**src/source/dma_pkg.sv**
```systemverilog
`default_nettype none
/* Shared types and constants of the copy DMA. Every block imports this
   package inside its body and uses scoped names in its port list */
package dma_pkg;

    // ==============================
    // Widths
    // ==============================
    localparam int ADDR_W     = 16;
    localparam int DATA_W     = 32;
    localparam int LEN_W      = 16;
    localparam int CSR_ADDR_W = 3;

    // FIFO depths
    localparam int DESC_FIFO_DEPTH = 4;
    localparam int CMD_FIFO_DEPTH  = 4;
    localparam int DATA_FIFO_DEPTH = 8;

    typedef logic [ADDR_W-1:0]     addr_t;
    typedef logic [DATA_W-1:0]     data_t;
    typedef logic [LEN_W-1:0]      len_t;
    typedef logic [CSR_ADDR_W-1:0] csr_addr_t;
    // Free-entry count of the data FIFO
    typedef logic [$clog2(DATA_FIFO_DEPTH+1)-1:0] data_cnt_t;

    // One copy job, 48 bits
    typedef struct packed {
        addr_t src;
        addr_t dest;
        len_t  len;
    } dma_desc_t;

    // Status register layout, busy in the top bit
    typedef struct packed {
        logic busy;
        logic desc_fifo_full;
        logic desc_fifo_empty;
        logic data_fifo_empty;
        logic overflow;
    } dma_status_t;

    // ==============================
    // CSR map
    // ==============================
    localparam csr_addr_t CSR_CONTROL    = 3'd0;
    localparam csr_addr_t CSR_SRC        = 3'd1;
    localparam csr_addr_t CSR_DEST       = 3'd2;
    localparam csr_addr_t CSR_LEN        = 3'd3;
    localparam csr_addr_t CSR_STATUS     = 3'd4;
    localparam csr_addr_t CSR_DONE_COUNT = 3'd5;
    localparam csr_addr_t CSR_WORD_COUNT = 3'd6;

    // Control register bits
    localparam int CTRL_GO_BIT   = 0;
    localparam int CTRL_STOP_BIT = 1;

    // State encodings
    typedef enum logic {PRIO_RD, PRIO_WR} arb_state_t;
    typedef enum logic {RD_IDLE, RD_ISSUE} rd_state_t;
    typedef enum logic {WR_IDLE, WR_COPY} wr_state_t;

endpackage
`default_nettype wire

```
**src/source/dma_csr.sv**
```systemverilog
`default_nettype none
/* CSR block of the copy DMA. Stages descriptors, pushes them on go,
   holds stop and overflow, counts completions and serves status reads */
module dma_csr (
    input  wire                     clk,
    input  wire                     rst_n,
    // Host strobe bus
    input  wire                     csr_wr,
    input  wire                     csr_rd,
    input  wire dma_pkg::csr_addr_t csr_addr,
    input  wire dma_pkg::data_t     csr_wdata,
    output dma_pkg::data_t          csr_rdata,
    // Descriptor FIFO write side
    output logic                    desc_push,
    output dma_pkg::dma_desc_t      desc_out,
    input  wire                     desc_full,
    input  wire                     desc_empty,
    input  wire                     data_empty,
    // Engine control and status
    output logic                    stop,
    input  wire                     rd_busy,
    input  wire                     wr_busy,
    input  wire                     done,
    input  wire                     word_written
);
    import dma_pkg::*;

    dma_desc_t   stage_q;
    logic        stop_q;
    logic        overflow_q;
    data_t       done_cnt_q;
    data_t       word_cnt_q;
    dma_status_t status;
    logic        go;

    // ==============================
    // Go and descriptor push
    // ==============================
    assign go        = csr_wr && (csr_addr == CSR_CONTROL) && csr_wdata[CTRL_GO_BIT];
    // Drop the push when the FIFO has no room
    assign desc_push = go && !desc_full;
    assign desc_out  = stage_q;
    assign stop      = stop_q;

    // Busy from either engine
    always_comb begin
        status.busy            = rd_busy || wr_busy;
        status.desc_fifo_full  = desc_full;
        status.desc_fifo_empty = desc_empty;
        status.data_fifo_empty = data_empty;
        status.overflow        = overflow_q;
    end

    // ==============================
    // Registers
    // ==============================
    always_ff @(posedge clk or negedge rst_n) begin
        if (!rst_n) begin
            stage_q    <= '0;
            stop_q     <= 1'b0;
            overflow_q <= 1'b0;
        end else if (csr_wr) begin
            case (csr_addr)
                CSR_CONTROL: stop_q       <= csr_wdata[CTRL_STOP_BIT];
                CSR_SRC:     stage_q.src  <= csr_wdata[ADDR_W-1:0];
                CSR_DEST:    stage_q.dest <= csr_wdata[ADDR_W-1:0];
                CSR_LEN:     stage_q.len  <= csr_wdata[LEN_W-1:0];
                // Any status write clears the sticky bit
                CSR_STATUS:  overflow_q   <= 1'b0;
                default:     ;
            endcase
            if (go && desc_full) begin
                overflow_q <= 1'b1;
            end
        end
    end

    // Completion counters
    always_ff @(posedge clk or negedge rst_n) begin
        if (!rst_n) begin
            done_cnt_q <= '0;
            word_cnt_q <= '0;
        end else begin
            if (done) begin
                done_cnt_q <= done_cnt_q + data_t'(1);
            end
            if (word_written) begin
                word_cnt_q <= word_cnt_q + data_t'(1);
            end
        end
    end

    // Read data one cycle after csr_rd, held until the next read
    always_ff @(posedge clk or negedge rst_n) begin
        if (!rst_n) begin
            csr_rdata <= '0;
        end else if (csr_rd) begin
            case (csr_addr)
                CSR_CONTROL:    csr_rdata <= data_t'(stop_q) << CTRL_STOP_BIT;
                CSR_SRC:        csr_rdata <= data_t'(stage_q.src);
                CSR_DEST:       csr_rdata <= data_t'(stage_q.dest);
                CSR_LEN:        csr_rdata <= data_t'(stage_q.len);
                CSR_STATUS:     csr_rdata <= data_t'(status);
                CSR_DONE_COUNT: csr_rdata <= done_cnt_q;
                CSR_WORD_COUNT: csr_rdata <= word_cnt_q;
                default:        csr_rdata <= '0;
            endcase
        end
    end

endmodule
`default_nettype wire

```
**src/source/dma_fifo.sv**
```systemverilog
`default_nettype none
/* Register-based synchronous FIFO with a combinational head word.
   Sized by WIDTH and DEPTH for descriptors, commands and copy data */
module dma_fifo #(
    parameter int WIDTH = 32,
    parameter int DEPTH = 4
) (
    input  wire                           clk,
    input  wire                           rst_n,
    input  wire                           push,
    input  wire [WIDTH-1:0]               wdata,
    input  wire                           pop,
    output logic [WIDTH-1:0]              rdata,
    output logic                          full,
    output logic                          empty,
    output logic [$clog2(DEPTH+1)-1:0]    free
);
    localparam int PTR_W = (DEPTH > 1) ? $clog2(DEPTH) : 1;
    localparam int CNT_W = $clog2(DEPTH+1);

    logic [WIDTH-1:0] mem [DEPTH];
    logic [PTR_W-1:0] wr_ptr;
    logic [PTR_W-1:0] rd_ptr;
    logic [CNT_W-1:0] count;
    logic             do_push;
    logic             do_pop;

    // Ignore push on full and pop on empty
    assign do_push = push && !full;
    assign do_pop  = pop && !empty;

    assign full  = (count == CNT_W'(DEPTH));
    assign empty = (count == '0);
    assign free  = CNT_W'(DEPTH) - count;
    // Head word straight from storage
    assign rdata = mem[rd_ptr];

    // Storage array
    always_ff @(posedge clk) begin
        if (do_push) begin
            mem[wr_ptr] <= wdata;
        end
    end

    // Pointers wrap at DEPTH-1, count tracks occupancy
    always_ff @(posedge clk or negedge rst_n) begin
        if (!rst_n) begin
            wr_ptr <= '0;
            rd_ptr <= '0;
            count  <= '0;
        end else begin
            if (do_push) begin
                wr_ptr <= (wr_ptr == PTR_W'(DEPTH-1)) ? '0 : wr_ptr + PTR_W'(1);
            end
            if (do_pop) begin
                rd_ptr <= (rd_ptr == PTR_W'(DEPTH-1)) ? '0 : rd_ptr + PTR_W'(1);
            end
            // Simultaneous push and pop leaves count alone
            if (do_push && !do_pop) begin
                count <= count + CNT_W'(1);
            end else if (do_pop && !do_push) begin
                count <= count - CNT_W'(1);
            end
        end
    end

endmodule
`default_nettype wire

```
**src/source/dma_mem_arb.sv**
```systemverilog
`default_nettype none
/* Round-robin arbiter that puts the read and write engines on the single
   memory port. Grants come back in the same cycle as the request */
module dma_mem_arb (
    input  wire                 clk,
    input  wire                 rst_n,
    // Read engine
    input  wire                 rd_req,
    input  wire dma_pkg::addr_t rd_addr,
    output logic                rd_gnt,
    // Write engine
    input  wire                 wr_req,
    input  wire dma_pkg::addr_t wr_addr,
    input  wire dma_pkg::data_t wr_data,
    output logic                wr_gnt,
    // Memory port
    output logic                mem_en,
    output logic                mem_we,
    output dma_pkg::addr_t      mem_addr,
    output dma_pkg::data_t      mem_wdata
);
    import dma_pkg::*;

    arb_state_t prio_q;

    // A lone request wins, a tie goes to the pointer
    assign rd_gnt = rd_req && (!wr_req || (prio_q == PRIO_RD));
    assign wr_gnt = wr_req && (!rd_req || (prio_q == PRIO_WR));

    // Port follows whoever holds the grant
    assign mem_en    = rd_gnt || wr_gnt;
    assign mem_we    = wr_gnt;
    assign mem_addr  = wr_gnt ? wr_addr : rd_addr;
    assign mem_wdata = wr_data;

    // Pointer moves to the engine that was not served
    always_ff @(posedge clk or negedge rst_n) begin
        if (!rst_n) begin
            prio_q <= PRIO_RD;
        end else if (rd_gnt) begin
            prio_q <= PRIO_WR;
        end else if (wr_gnt) begin
            prio_q <= PRIO_RD;
        end
    end

endmodule
`default_nettype wire

```
**src/source/dma_rd_src.sv**
```systemverilog
`default_nettype none
/* Read engine of the copy DMA. Pops descriptors, forwards them as write
   commands and streams source words into the data FIFO */
module dma_rd_src (
    input  wire                     clk,
    input  wire                     rst_n,
    // Descriptor FIFO head
    input  wire dma_pkg::dma_desc_t desc_in,
    input  wire                     desc_empty,
    input  wire                     stop,
    output logic                    desc_pop,
    // Command FIFO toward the write engine
    output logic                    cmd_push,
    input  wire                     cmd_full,
    // Memory read request
    output logic                    rd_req,
    output dma_pkg::addr_t          rd_addr,
    input  wire                     rd_gnt,
    input  wire dma_pkg::data_t     mem_rdata,
    // Data FIFO write side
    output logic                    data_push,
    output dma_pkg::data_t          data_wdata,
    input  wire dma_pkg::data_cnt_t data_free,
    output logic                    busy
);
    import dma_pkg::*;

    rd_state_t state_q;
    addr_t     addr_q;
    len_t      remain_q;
    logic      in_flight_q;
    logic      take;
    logic      issued;

    // Take a descriptor only if the command FIFO can hold it too
    assign take     = (state_q == RD_IDLE) && !desc_empty && !stop && !cmd_full;
    assign desc_pop = take;
    assign cmd_push = take;

    // Keep a free slot for every read still in flight
    assign rd_req  = (state_q == RD_ISSUE) && (data_free > data_cnt_t'(in_flight_q));
    assign rd_addr = addr_q;
    assign issued  = rd_req && rd_gnt;

    // Read data arrives one cycle after the grant
    assign data_push  = in_flight_q;
    assign data_wdata = mem_rdata;

    assign busy = (state_q != RD_IDLE) || in_flight_q;

    // ==============================
    // Read FSM
    // ==============================
    always_ff @(posedge clk or negedge rst_n) begin
        if (!rst_n) begin
            state_q     <= RD_IDLE;
            addr_q      <= '0;
            remain_q    <= '0;
            in_flight_q <= 1'b0;
        end else begin
            in_flight_q <= issued;
            case (state_q)
                RD_IDLE: begin
                    // Zero length passes through with no reads
                    if (take && (desc_in.len != '0)) begin
                        addr_q   <= desc_in.src;
                        remain_q <= desc_in.len;
                        state_q  <= RD_ISSUE;
                    end
                end
                RD_ISSUE: begin
                    if (issued) begin
                        addr_q   <= addr_q + addr_t'(1);
                        remain_q <= remain_q - len_t'(1);
                        // Last word issued
                        if (remain_q == len_t'(1)) begin
                            state_q <= RD_IDLE;
                        end
                    end
                end
                default: state_q <= RD_IDLE;
            endcase
        end
    end

endmodule
`default_nettype wire

```
**src/source/dma_top.sv**
```systemverilog
`default_nettype none
/* Top level of the descriptor-driven copy DMA. Joins the CSR block, the
   three FIFOs, both engines and the memory arbiter */
module dma_top (
    input  wire                     clk,
    input  wire                     rst_n,
    // CSR bus
    input  wire                     csr_wr,
    input  wire                     csr_rd,
    input  wire dma_pkg::csr_addr_t csr_addr,
    input  wire dma_pkg::data_t     csr_wdata,
    output dma_pkg::data_t          csr_rdata,
    // Memory port
    output logic                    mem_en,
    output logic                    mem_we,
    output dma_pkg::addr_t          mem_addr,
    output dma_pkg::data_t          mem_wdata,
    input  wire dma_pkg::data_t     mem_rdata
);
    import dma_pkg::*;

    // Descriptor path
    dma_desc_t desc_stage;
    dma_desc_t desc_head;
    logic      desc_push;
    logic      desc_pop;
    logic      desc_full;
    logic      desc_empty;
    // Command path
    dma_desc_t cmd_head;
    logic      cmd_push;
    logic      cmd_pop;
    logic      cmd_full;
    logic      cmd_empty;
    // Copy data path
    data_t     data_wdata;
    data_t     data_head;
    data_cnt_t data_free;
    logic      data_push;
    logic      data_pop;
    logic      data_empty;
    // Arbiter side
    addr_t     rd_addr;
    addr_t     wr_addr;
    data_t     wr_data;
    logic      rd_req;
    logic      rd_gnt;
    logic      wr_req;
    logic      wr_gnt;
    // Control and status
    logic      stop;
    logic      rd_busy;
    logic      wr_busy;
    logic      done;
    logic      word_written;

    // ==============================
    // Host side
    // ==============================
    dma_csr dma_csr_inst (
        .clk, .rst_n, .csr_wr, .csr_rd, .csr_addr, .csr_wdata, .csr_rdata,
        .desc_push, .desc_out(desc_stage), .desc_full, .desc_empty, .data_empty,
        .stop, .rd_busy, .wr_busy, .done, .word_written
    );

    dma_fifo #(.WIDTH($bits(dma_desc_t)), .DEPTH(DESC_FIFO_DEPTH)) desc_fifo_inst (
        .clk, .rst_n, .push(desc_push), .wdata(desc_stage), .pop(desc_pop),
        .rdata(desc_head), .full(desc_full), .empty(desc_empty), .free()
    );

    // ==============================
    // Copy engines
    // ==============================
    dma_rd_src dma_rd_src_inst (
        .clk, .rst_n, .desc_in(desc_head), .desc_empty, .stop, .desc_pop,
        .cmd_push, .cmd_full, .rd_req, .rd_addr, .rd_gnt, .mem_rdata,
        .data_push, .data_wdata, .data_free, .busy(rd_busy)
    );

    // Popped descriptor goes on as the write command
    dma_fifo #(.WIDTH($bits(dma_desc_t)), .DEPTH(CMD_FIFO_DEPTH)) cmd_fifo_inst (
        .clk, .rst_n, .push(cmd_push), .wdata(desc_head), .pop(cmd_pop),
        .rdata(cmd_head), .full(cmd_full), .empty(cmd_empty), .free()
    );

    dma_fifo #(.WIDTH(DATA_W), .DEPTH(DATA_FIFO_DEPTH)) data_fifo_inst (
        .clk, .rst_n, .push(data_push), .wdata(data_wdata), .pop(data_pop),
        .rdata(data_head), .full(), .empty(data_empty), .free(data_free)
    );

    dma_wr_dest dma_wr_dest_inst (
        .clk, .rst_n, .cmd_in(cmd_head), .cmd_empty, .cmd_pop,
        .data_in(data_head), .data_empty, .data_pop, .wr_req, .wr_addr, .wr_data,
        .wr_gnt, .done, .word_written, .busy(wr_busy)
    );

    // Shared memory port
    dma_mem_arb dma_mem_arb_inst (
        .clk, .rst_n, .rd_req, .rd_addr, .rd_gnt, .wr_req, .wr_addr, .wr_data,
        .wr_gnt, .mem_en, .mem_we, .mem_addr, .mem_wdata
    );

endmodule
`default_nettype wire

```
**src/source/dma_wr_dest.sv**
```systemverilog
`default_nettype none
/* Write engine of the copy DMA. Pops a command, then drains the data
   FIFO to consecutive destination words and pulses done at the end */
module dma_wr_dest (
    input  wire                     clk,
    input  wire                     rst_n,
    // Command FIFO head
    input  wire dma_pkg::dma_desc_t cmd_in,
    input  wire                     cmd_empty,
    output logic                    cmd_pop,
    // Data FIFO head
    input  wire dma_pkg::data_t     data_in,
    input  wire                     data_empty,
    output logic                    data_pop,
    // Memory write request
    output logic                    wr_req,
    output dma_pkg::addr_t          wr_addr,
    output dma_pkg::data_t          wr_data,
    input  wire                     wr_gnt,
    // Completion
    output logic                    done,
    output logic                    word_written,
    output logic                    busy
);
    import dma_pkg::*;

    wr_state_t state_q;
    addr_t     addr_q;
    len_t      remain_q;
    logic      done_q;
    logic      wrote;

    assign cmd_pop = (state_q == WR_IDLE) && !cmd_empty;

    // One write per granted cycle while data is waiting
    assign wr_req  = (state_q == WR_COPY) && !data_empty;
    assign wr_addr = addr_q;
    assign wr_data = data_in;
    assign wrote   = wr_req && wr_gnt;

    assign data_pop     = wrote;
    assign word_written = wrote;
    assign done         = done_q;

    // Stay busy through a queued command and the done pulse
    assign busy = (state_q != WR_IDLE) || !cmd_empty || done_q;

    // ==============================
    // Write FSM
    // ==============================
    always_ff @(posedge clk or negedge rst_n) begin
        if (!rst_n) begin
            state_q  <= WR_IDLE;
            addr_q   <= '0;
            remain_q <= '0;
            done_q   <= 1'b0;
        end else begin
            done_q <= 1'b0;
            case (state_q)
                WR_IDLE: begin
                    if (cmd_pop) begin
                        addr_q   <= cmd_in.dest;
                        remain_q <= cmd_in.len;
                        // Zero length finishes in the next cycle
                        if (cmd_in.len == '0) begin
                            done_q <= 1'b1;
                        end else begin
                            state_q <= WR_COPY;
                        end
                    end
                end
                WR_COPY: begin
                    if (wrote) begin
                        addr_q   <= addr_q + addr_t'(1);
                        remain_q <= remain_q - len_t'(1);
                        if (remain_q == len_t'(1)) begin
                            done_q  <= 1'b1;
                            state_q <= WR_IDLE;
                        end
                    end
                end
                default: state_q <= WR_IDLE;
            endcase
        end
    end

endmodule
`default_nettype wire

```
**config.mk**
```make
export PLATFORM = sky130hd
export DESIGN_NAME = dma_top
export DESIGN_NICKNAME = d
export VERILOG_FILES = /design/src/source/dma_pkg.sv /design/src/source/dma_csr.sv /design/src/source/dma_fifo.sv /design/src/source/dma_mem_arb.sv /design/src/source/dma_rd_src.sv /design/src/source/dma_top.sv /design/src/source/dma_wr_dest.sv
export SDC_FILE = /design/constraint.sdc
export NUM_CORES = 1
export LEC_CHECK = 0
export BUFFER_PORTS_ARGS = -buffer_cell sky130_fd_sc_hd__buf_2
export CAP_MARGIN = 30
export CORE_MARGIN = 3
export CORE_UTILIZATION = 55
export CTS_CLUSTER_DIAMETER = 150
export CTS_CLUSTER_SIZE = 25
export DETAILED_ROUTE_END_ITERATION = 6
export PLACE_DENSITY = 0.84
export SKIP_LAST_GASP = 1
export SYNTH_ARGS = -nofsm -noshare
export SYNTH_HDL_FRONTEND = slang
export SYNTH_SLANG_ARGS = --single-unit
export TNS_END_PERCENT = 1
```
**constraint.sdc**
```tcl
create_clock -name clk -period 3.7 [get_ports clk]
set_input_delay 0.925 -clock clk [delete_from_list [all_inputs] [get_ports clk]]
set_output_delay 0.925 -clock clk [all_outputs]
set_load 0.005 [all_outputs]
```
==> results of run 1 <==
## metal layers
| layer | wire, microns | vias to the layer above | share of wire | global-route usage |
|---|---|---|---|---|
| li1 | - | 8249 | - | - |
| met1 | 29800 | 9936 | 0.39 | 0.346 |
| met2 | 36600 | 1082 | 0.48 | 0.380 |
| met3 | 7780 | 146 | 0.10 | 0.0447 |
| met4 | 2130 | 0 | 0.028 | 0.0756 |
| met5 | 0 | - | 0 | 0 |
## timing repair
item	in CTS	in global routing
pin swaps	2	0
gates resized for setup	1	3
buffers inserted	2	1
setup endpoints to repair	17	17
## registers in the layout (all words and copies together) (netlist names), 3 cells and up
signal / count
dma_wr_dest_inst.wr_addr: 16
desc_fifo_inst.mem: 192
data_fifo_inst.count: 4
dma_csr_inst.word_cnt_q: 32
dma_csr_inst.desc_out: 48
dma_rd_src_inst.remain_q: 16
data_fifo_inst.mem: 256
dma_wr_dest_inst.remain_q: 16
cmd_fifo_inst.count: 3
cmd_fifo_inst.mem: 128
data_fifo_inst.rd_ptr: 3
dma_csr_inst.done_cnt_q: 32
data_fifo_inst.wr_ptr: 3
dma_csr_inst.csr_rdata: 32
dma_rd_src_inst.rd_addr: 16
desc_fifo_inst.count: 3
## through the flow
stage / hold WS [ns] / setup WS [ns]
3_3_place_gp: 0.457 / 0.452
5_1_grt: 0.353 / -0.00253
4_1_cts: 0.352 / 0.0195
3_5_place_dp: 0.475 / 0.349
6_report: 0.340 / 0.172
2_1_floorplan: 0.442 / -0.0885
## worst max-delay path, cell delays in order (launching register included)
cell                      delay (ns)
sky130_fd_sc_hd__dfrtp_2        0.44
sky130_fd_sc_hd__inv_1          0.06
sky130_fd_sc_hd__ha_1           0.21
sky130_fd_sc_hd__xnor2_1        0.15
sky130_fd_sc_hd__o41ai_2        0.33
sky130_fd_sc_hd__buf_4          0.18
sky130_fd_sc_hd__o21ai_4        0.08
sky130_fd_sc_hd__buf_4          0.22
sky130_fd_sc_hd__o21ai_0        0.20
sky130_fd_sc_hd__buf_2          0.15
## kinds of logic after synthesis
| family | Yosys count | synth area share |
|---|---|---|
| and+or+nand+nor | 450 | 0.0634 |
| AOI/OAI and AO/OA | 268 | 0.0531 |
| xor gates and xnor gates | 75 | 0.0196 |
| DFF | 815 | 0.696 |
| buffers and inverters | 163 | 0.0187 |
| adders and majority gates | 32 | 0.0126 |
| muxes | 262 | 0.136 |
## cell usage in the layout (no fill, tap or decap), types with 7 or more instances in the layout
master and instances:
sky130_fd_sc_hd__o22ai_1 42, sky130_fd_sc_hd__a22oi_1 29, sky130_fd_sc_hd__a31oi_1 8, sky130_fd_sc_hd__a21oi_1 39
sky130_fd_sc_hd__nand2b_1 9, sky130_fd_sc_hd__a221o_1 8, sky130_fd_sc_hd__buf_4 54, sky130_fd_sc_hd__dfrtp_1 232
sky130_fd_sc_hd__nor3_1 31, sky130_fd_sc_hd__o21ai_0 65, sky130_fd_sc_hd__buf_2 135, sky130_fd_sc_hd__nor2_1 76
sky130_fd_sc_hd__o32ai_1 9, sky130_fd_sc_hd__o221ai_1 7, sky130_fd_sc_hd__nor4_1 22, sky130_fd_sc_hd__xnor2_1 50
sky130_fd_sc_hd__and2_1 11, sky130_fd_sc_hd__mux4_2 145, sky130_fd_sc_hd__buf_12 12, sky130_fd_sc_hd__ha_1 29
sky130_fd_sc_hd__mux2_2 101, sky130_fd_sc_hd__clkbuf_16 39, sky130_fd_sc_hd__clkbuf_1 18, sky130_fd_sc_hd__nand3_1 54
sky130_fd_sc_hd__and3_1 20, sky130_fd_sc_hd__edfxtp_1 576, sky130_fd_sc_hd__nand2_1 161, sky130_fd_sc_hd__a21o_1 11
sky130_fd_sc_hd__nand4_1 23, sky130_fd_sc_hd__a221oi_1 11, sky130_fd_sc_hd__inv_1 60, sky130_fd_sc_hd__xor2_1 25
sky130_fd_sc_hd__mux2i_1 16, sky130_fd_sc_hd__or3_1 9
## power by group through the flow
stage | Combinational (uW) | Clock (uW) | Sequential, uW
after floorplan | 4770 | 0 | 11900
after global placement | 6760 | 0 | 12300
after detailed placement | 7080 | 0 | 12500
after CTS | 7170 | 4770 | 12300
after global routing | 7790 | 5040 | 12400
final | 7230 | 4700 | 12300
## final timing paths
path                       slack (ns)                        start                           to
setup / recovery                 0.17      data_fifo_inst.count[1]                  mem_addr[6]
hold / removal                   0.34                        rst_n  dma_csr_inst.word_cnt_q[26]
setup reg to reg                 0.39      desc_fifo_inst.count[0]       cmd_fifo_inst.count[2]
hold reg to reg                  0.48  dma_csr_inst.word_cnt_q[31]  dma_csr_inst.word_cnt_q[31]
max in group asynchronous        2.54                        rst_n    dma_csr_inst.desc_out[17]
min in group clk                 0.48  dma_csr_inst.word_cnt_q[31]  dma_csr_inst.word_cnt_q[31]
## layout make-up
| cell class | instances | share of cell area |
|---|---|---|
| Tap cell | 773 | 0.0264 |
| Antenna cell | 3 | 0.000205 |
| Clock inverter | 3 | 0.00120 |
| Timing Repair Buffer | 204 | 0.0370 |
| Sequential cell | 815 | 0.637 |
| Clock buffer | 57 | 0.0285 |
| Inverter | 64 | 0.00657 |
| Multi-Input combinational cell | 1087 | 0.263 |
==> results.tsv, run 1 <==
metric	value	unit
slew-limit-headroom	0.406	
power_density	663	nW/um^2
die_width	253	microns
timing.clock.skew	0.0184	ns
area.growth.synth_to_final	9.34	%
fin_crit_sh	0.954	
fin_nets	2313	
cap_violations	0	
postCtsHoldBufs	0	
swShare	0.324	
yosysWarningCount	0	
crit_fanout	17	
grt_max_degree	89	
core-area	59600	sq um
finalWeightedCongestion	0.897	
netlist_top_cells_count	576 x sky130_fd_sc_hd__edfxtp_1, 239 x sky130_fd_sc_hd__dfrtp_1, 161 x sky130_fd_sc_hd__nand2_1	
layout.filler_cells	4067	
clock_power_share	0.194	
post-synth-top-count-cell	sky130_fd_sc_hd__edfxtp_1	
vias_per_cell	6.46	
power_report.internal_total	16400	uW
cts_tree	done	
post_detail_place_hpwl	50300	microns
yosys.cell_types.count	61	
post_synth_inst_count	2065	
finalCriticalPeriod	3.53	ns
stdcell_area	36600	sq um
placementRows	89	
initial_utilization	0.561	
start_kind	flip-flop	
max_freq	283	MHz
multiInputGateArea	9620	sq um
drv_slew	0	
detail_route.drc_violations	0	
yosysSeqAreaShare	0.696	
critical_path_required	2.77	ns
finalCoreUtilization	0.614	
wire_per_inst	25.4	microns
register_area	23300	sq um
syn_nets	2168	
cts-htree-levels	2	
report.final.setup_viol	0	
grt_first_pass_wirelength	117000	microns
post_synth_edffs	576	
yosys_register_bits	815	
hold_path_class	input pin to asynchronous set/reset pin	
clkSlewWorstSetupHoldPaths	0.10	ns
setup.worst_path.end_class	primary output	
final_hold_viol_count	0	
ant_nets	0	
placedCellCount	2939	
rsz_0062_raised_after_global_routing	yes	
clk_latency	0.60	ns
worstSetupPathType	flip-flop to primary output	
peak_supply_drop	0.466	mV
r2r.worst_path.cells	9	
num_vias	19400	
cp.arrival	2.60	ns
cts_buffer_depth	3	
drt_iter0_markers	2391	
synth_area_leader_cell	sky130_fd_sc_hd__edfxtp_1	
buffer_ports.inserted	136	
numClockSinks	815	
power_frac_comb	0.298	
globalRouteTotalUtil	0.241	
power.switching	7840	uW
synth_async_sr_flop_share	0.293	
dieHeight	253	microns
detailed_place.area	35400	sq um
io_pins	153	
synth_area_per_cell	16.2	sq um
ys.flop_type	sky130_fd_sc_hd__edfxtp_1	
actual_transition_at_the_worst_max_transition_pin	0.883	ns
drtPass1Iterations	6	
ctsRootBufferMaster	sky130_fd_sc_hd__clkbuf_16	
synth_area	33400	sq um
status	complete, no violations	
total_wirelength_of_the_detailed_routed_design	76300	microns
floorplan.die_area	63800	sq um
yosys.area.top_type_share	0.517	
overflow	0	
cts_bufs_inserted	38	
p_seq_frac	0.508	
overall_power_consumption	24200	uW
post_synth_main_area_contributors	sky130_fd_sc_hd__edfxtp_1 52%, sky130_fd_sc_hd__dfrtp_1 18%, sky130_fd_sc_hd__mux4_2 9.8%	
layoutNonFillerInstCount	3006	
power_leakage	0.0131	uW
grt_antenna_before_repair	2	
fin_setup_tns	0	ns
grt_pass1_vias	19600	
layout-drive-gt1-share	0.235	
(Power assumes the default switching activity.)
==> run 2: changes to the inputs <==
--- a/config.mk
+++ b/config.mk
@@ -7,8 +7,10 @@
 export LEC_CHECK = 0
 export BUFFER_PORTS_ARGS = -buffer_cell sky130_fd_sc_hd__buf_2
 export CAP_MARGIN = 30
+export CELL_PAD_IN_SITES_DETAIL_PLACEMENT = 1
+export CELL_PAD_IN_SITES_GLOBAL_PLACEMENT = 1
 export CORE_MARGIN = 3
-export CORE_UTILIZATION = 55
+export CORE_UTILIZATION = 47
 export CTS_CLUSTER_DIAMETER = 150
 export CTS_CLUSTER_SIZE = 25
 export DETAILED_ROUTE_END_ITERATION = 6
==> run 2 against run 1 <==
Effect of this change:
- worst setup slack got worse by 0.075 ns
- fmax fell by 2.1%
- hold slack got worse by 0.13 ns
- register-to-register slack improved by 0.20 ns
- clock power rose by 3%
- global-route usage fell by 0.75 points
- sequential share of layout area fell by 0.61 points
- routed wire length rose by 14%
- die area rose by 17%
- total power rose by 2.6%
- sequential cell count did not move
==> results.tsv, run 2 (synthesis gave the netlist of run 1 again) <==
metric	value	unit	change
status	complete, no violations		
layoutNonFillerInstCount	3186		+6.0%
cts-htree-levels	2		unchanged
clk_latency	0.61	ns	about the same
timing.rr.start	dma_rd_src_inst.data_push		
floorplan.die_area	74400	sq um	+17%
timing.clock.skew	0.0231	ns	+0.00464 ns
placementRows	97		+9.0%
start_kind	flip-flop		
dieHeight	273	microns	+8.0%
globalRouteTotalUtil	0.233		-0.00753
num_vias	19600		+0.72%
critical_path_required	2.77	ns	about the same
area.growth.synth_to_final	10.4	%	
grt_pass1_vias	20800		+6.2%
overflow	0		unchanged
crit_chain	ha_1 -> o21bai_1 -> o41ai_2 -> buf_4 -> o21ai_4 -> inv_6 -> o21ai_0 -> buf_2		
actual_transition_at_the_worst_max_transition_pin	0.911	ns	+0.0278 ns
post_detail_place_hpwl	59400	microns	+18%
fin_nets	2319		+0.26%
critical_path.slowest_cell	sky130_fd_sc_hd__dfrtp_1		
setup.reg_to_reg.worst_slack	0.59	ns	+0.20 ns
most_common_cell_after_layout_fill_and_taps_aside	sky130_fd_sc_hd__edfxtp_1		
core-area	70300	sq um	+18%
flip_flop_count_of_the_largest_register_all_copies_and_words_added	256		unchanged
initial_utilization	0.476		-0.0854
cts_bufs_inserted	38		unchanged
numClockSinks	815		unchanged
worst_path_dominant_cell_family	compound AO/OA/AOI/OAI gates		
most-common-layout-cells	576 x sky130_fd_sc_hd__edfxtp_1, 232 x sky130_fd_sc_hd__dfrtp_1, 161 x sky130_fd_sc_hd__nand2_1, 145 x sky130_fd_sc_hd__mux4_2, 135 x sky130_fd_sc_hd__buf_2		
drt_iter0_markers	2122		-11%
worstReg2RegEnd	data_fifo_inst.count[3]		
cts_tree	done		
slew-limit-headroom	0.387		-0.0187
rsz_0062_raised_after_global_routing	yes		
clkSlewWorstSetupHoldPaths	0.11	ns	about the same
top_register	data_fifo_inst.mem		
power_density	673	nW/um^2	+1.6%
setup.worst_path.end_class	primary output		
max_freq	277	MHz	-2.1%
ant_nets	0		unchanged
crit_fanout	22		+5
overall_power_consumption	24900	uW	+2.6%
die_width	273	microns	+8.0%
wire_per_inst	27.3	microns	+7.7%
cp.arrival	2.68	ns	+0.08 ns
critical_path.max_stage_delay	0.45	ns	about the same
multiInputGateArea	9620	sq um	unchanged
layout-drive-gt1-share	0.236		+0.00121
finalCriticalPeriod	3.60	ns	+0.0752 ns
register_area	23300	sq um	unchanged
total_wirelength_of_the_detailed_routed_design	87100	microns	+14%
detail_route.drc_violations	0		unchanged
buffer_ports.inserted	136		unchanged
io_pins	153		unchanged
ctsRootBufferMaster	sky130_fd_sc_hd__clkbuf_16		
worstPathBufferInverterCount	3		-1
r2r.worst_path.cells	14		+5
layout_top_registers	data_fifo_inst.mem (256), desc_fifo_inst.mem (192), cmd_fifo_inst.mem (128)		
worstSetupPathType	flip-flop to primary output		
hold_path_class	input pin to asynchronous set/reset pin		
grt_max_degree	56		-37%
finalWeightedCongestion	0.821		-8.4%
cap_violations	0		unchanged
postCtsHoldBufs	0		unchanged
cts_buffer_depth	3		unchanged
final_hold_viol_count	0		unchanged
fin_setup_tns	0	ns	unchanged
placedCellCount	3112		+5.9%
drtPass1Iterations	5		-1
layout.filler_cells	6640		+63%
peak_supply_drop	0.485	mV	+3.9%
grt_first_pass_wirelength	131000	microns	+12%
vias_per_cell	6.14		-5.0%
drv_slew	0		unchanged
report.final.setup_viol	0		unchanged
fin_crit_sh	0.974		+0.0203
power_leakage	0.0131	uW	+0.46%
grt_antenna_before_repair	2		unchanged
[run 2: changes by cell type in the layout (fill, tap and decap cells not counted), moves of 2 or more]
cell / delta
sky130_fd_sc_hd__clkbuf_1: +8
sky130_fd_sc_hd__buf_12: +4
sky130_fd_sc_hd__buf_4: +3
sky130_fd_sc_hd__clkinv_8: -2
sky130_fd_sc_hd__inv_6: +2
sky130_fd_sc_hd__o21ai_0: -2
sky130_fd_sc_hd__o21ai_1: +2
[run 2: how the worst max path moves through the flow]
stage                                          end                 startpoint  slack [ns]  depth (start not counted)
after floorplan           data_fifo_inst.mem[1][0]    data_fifo_inst.count[0]       -0.09                          7
after global placement                 mem_addr[6]    data_fifo_inst.count[0]        0.35                          8
after detailed placement               mem_addr[6]    data_fifo_inst.count[0]        0.31                          8
after CTS                            mem_wdata[30]   data_fifo_inst.rd_ptr[0]       0.009                          4
after global routing                  mem_addr[12]    data_fifo_inst.count[1]       -0.04                         10
final                                 mem_addr[10]  dma_rd_src_inst.data_push         0.1                          8
[run 2: repair_timing]
item / CTS / global route
cloned: 0 / 0
setup buffers: 2 / 2
pin swaps: 2 / 0
endpoints found under the setup margin: 17 / 30
resized for setup: 6 / 4
[run 2: power by group]
part	total (uW)	internal [uW]	switching [uW]	leakage (uW)
logic	7680	3310	4370	0.00436
clock network	4840	2030	2810	0.000532
registers	12300	11200	1130	0.00822
[run 2: per-stage QoR]
| stage | setup slack (ns) | instance area (sq um) | utilization | hold WS, ns |
|---|---|---|---|---|
| 2_1_floorplan | -0.0885 | 33400 | - | 0.442 |
| 3_5_place_dp | 0.307 | 35700 | 0.508 | 0.471 |
| 3_3_place_gp | 0.354 | 35700 | 0.508 | 0.459 |
| 5_1_grt | -0.0449 | 36900 | 0.525 | 0.244 |
| 4_1_cts | 0.00858 | 36900 | 0.525 | 0.222 |
| 6_report | 0.0963 | 36900 | 0.525 | 0.214 |
[run 2: per-layer routing]
metal | vias up | wire (microns) | track usage
met3 | 137 | 5700 | 0.0305
li1 | 8276 | - | -
met4 | 0 | 2490 | 0.0716
met2 | 772 | 44300 | 0.400
met1 | 10400 | 34600 | 0.312
met5 | - | 0 | 0
[run 2: worst reg2reg max path, stage by stage (launching register included)]
cell and delay (ns):
sky130_fd_sc_hd__dfrtp_1 0.45, sky130_fd_sc_hd__ha_1 0.30, sky130_fd_sc_hd__o21bai_1 0.18, sky130_fd_sc_hd__o41ai_2 0.08, sky130_fd_sc_hd__buf_4 0.16, sky130_fd_sc_hd__o21ai_4 0.27
sky130_fd_sc_hd__buf_4 0.24, sky130_fd_sc_hd__ha_1 0.21, sky130_fd_sc_hd__inv_1 0.10, sky130_fd_sc_hd__ha_1 0.29, sky130_fd_sc_hd__a21o_1 0.19, sky130_fd_sc_hd__a21oi_1 0.18
sky130_fd_sc_hd__xnor2_1 0.14, sky130_fd_sc_hd__nor2_1 0.06, sky130_fd_sc_hd__xor2_1 0.14
[run 2: area by class of cell]
type / count / share of cell area
timing repair buffer: 210 / 0.0397
multi-input combinational: 1087 / 0.261
sequential: 815 / 0.631
clock inverter: 3 / 0.00108
clock buffer: 65 / 0.0291
inverter: 64 / 0.00664
tap: 940 / 0.0319
antenna: 2 / 0.000136
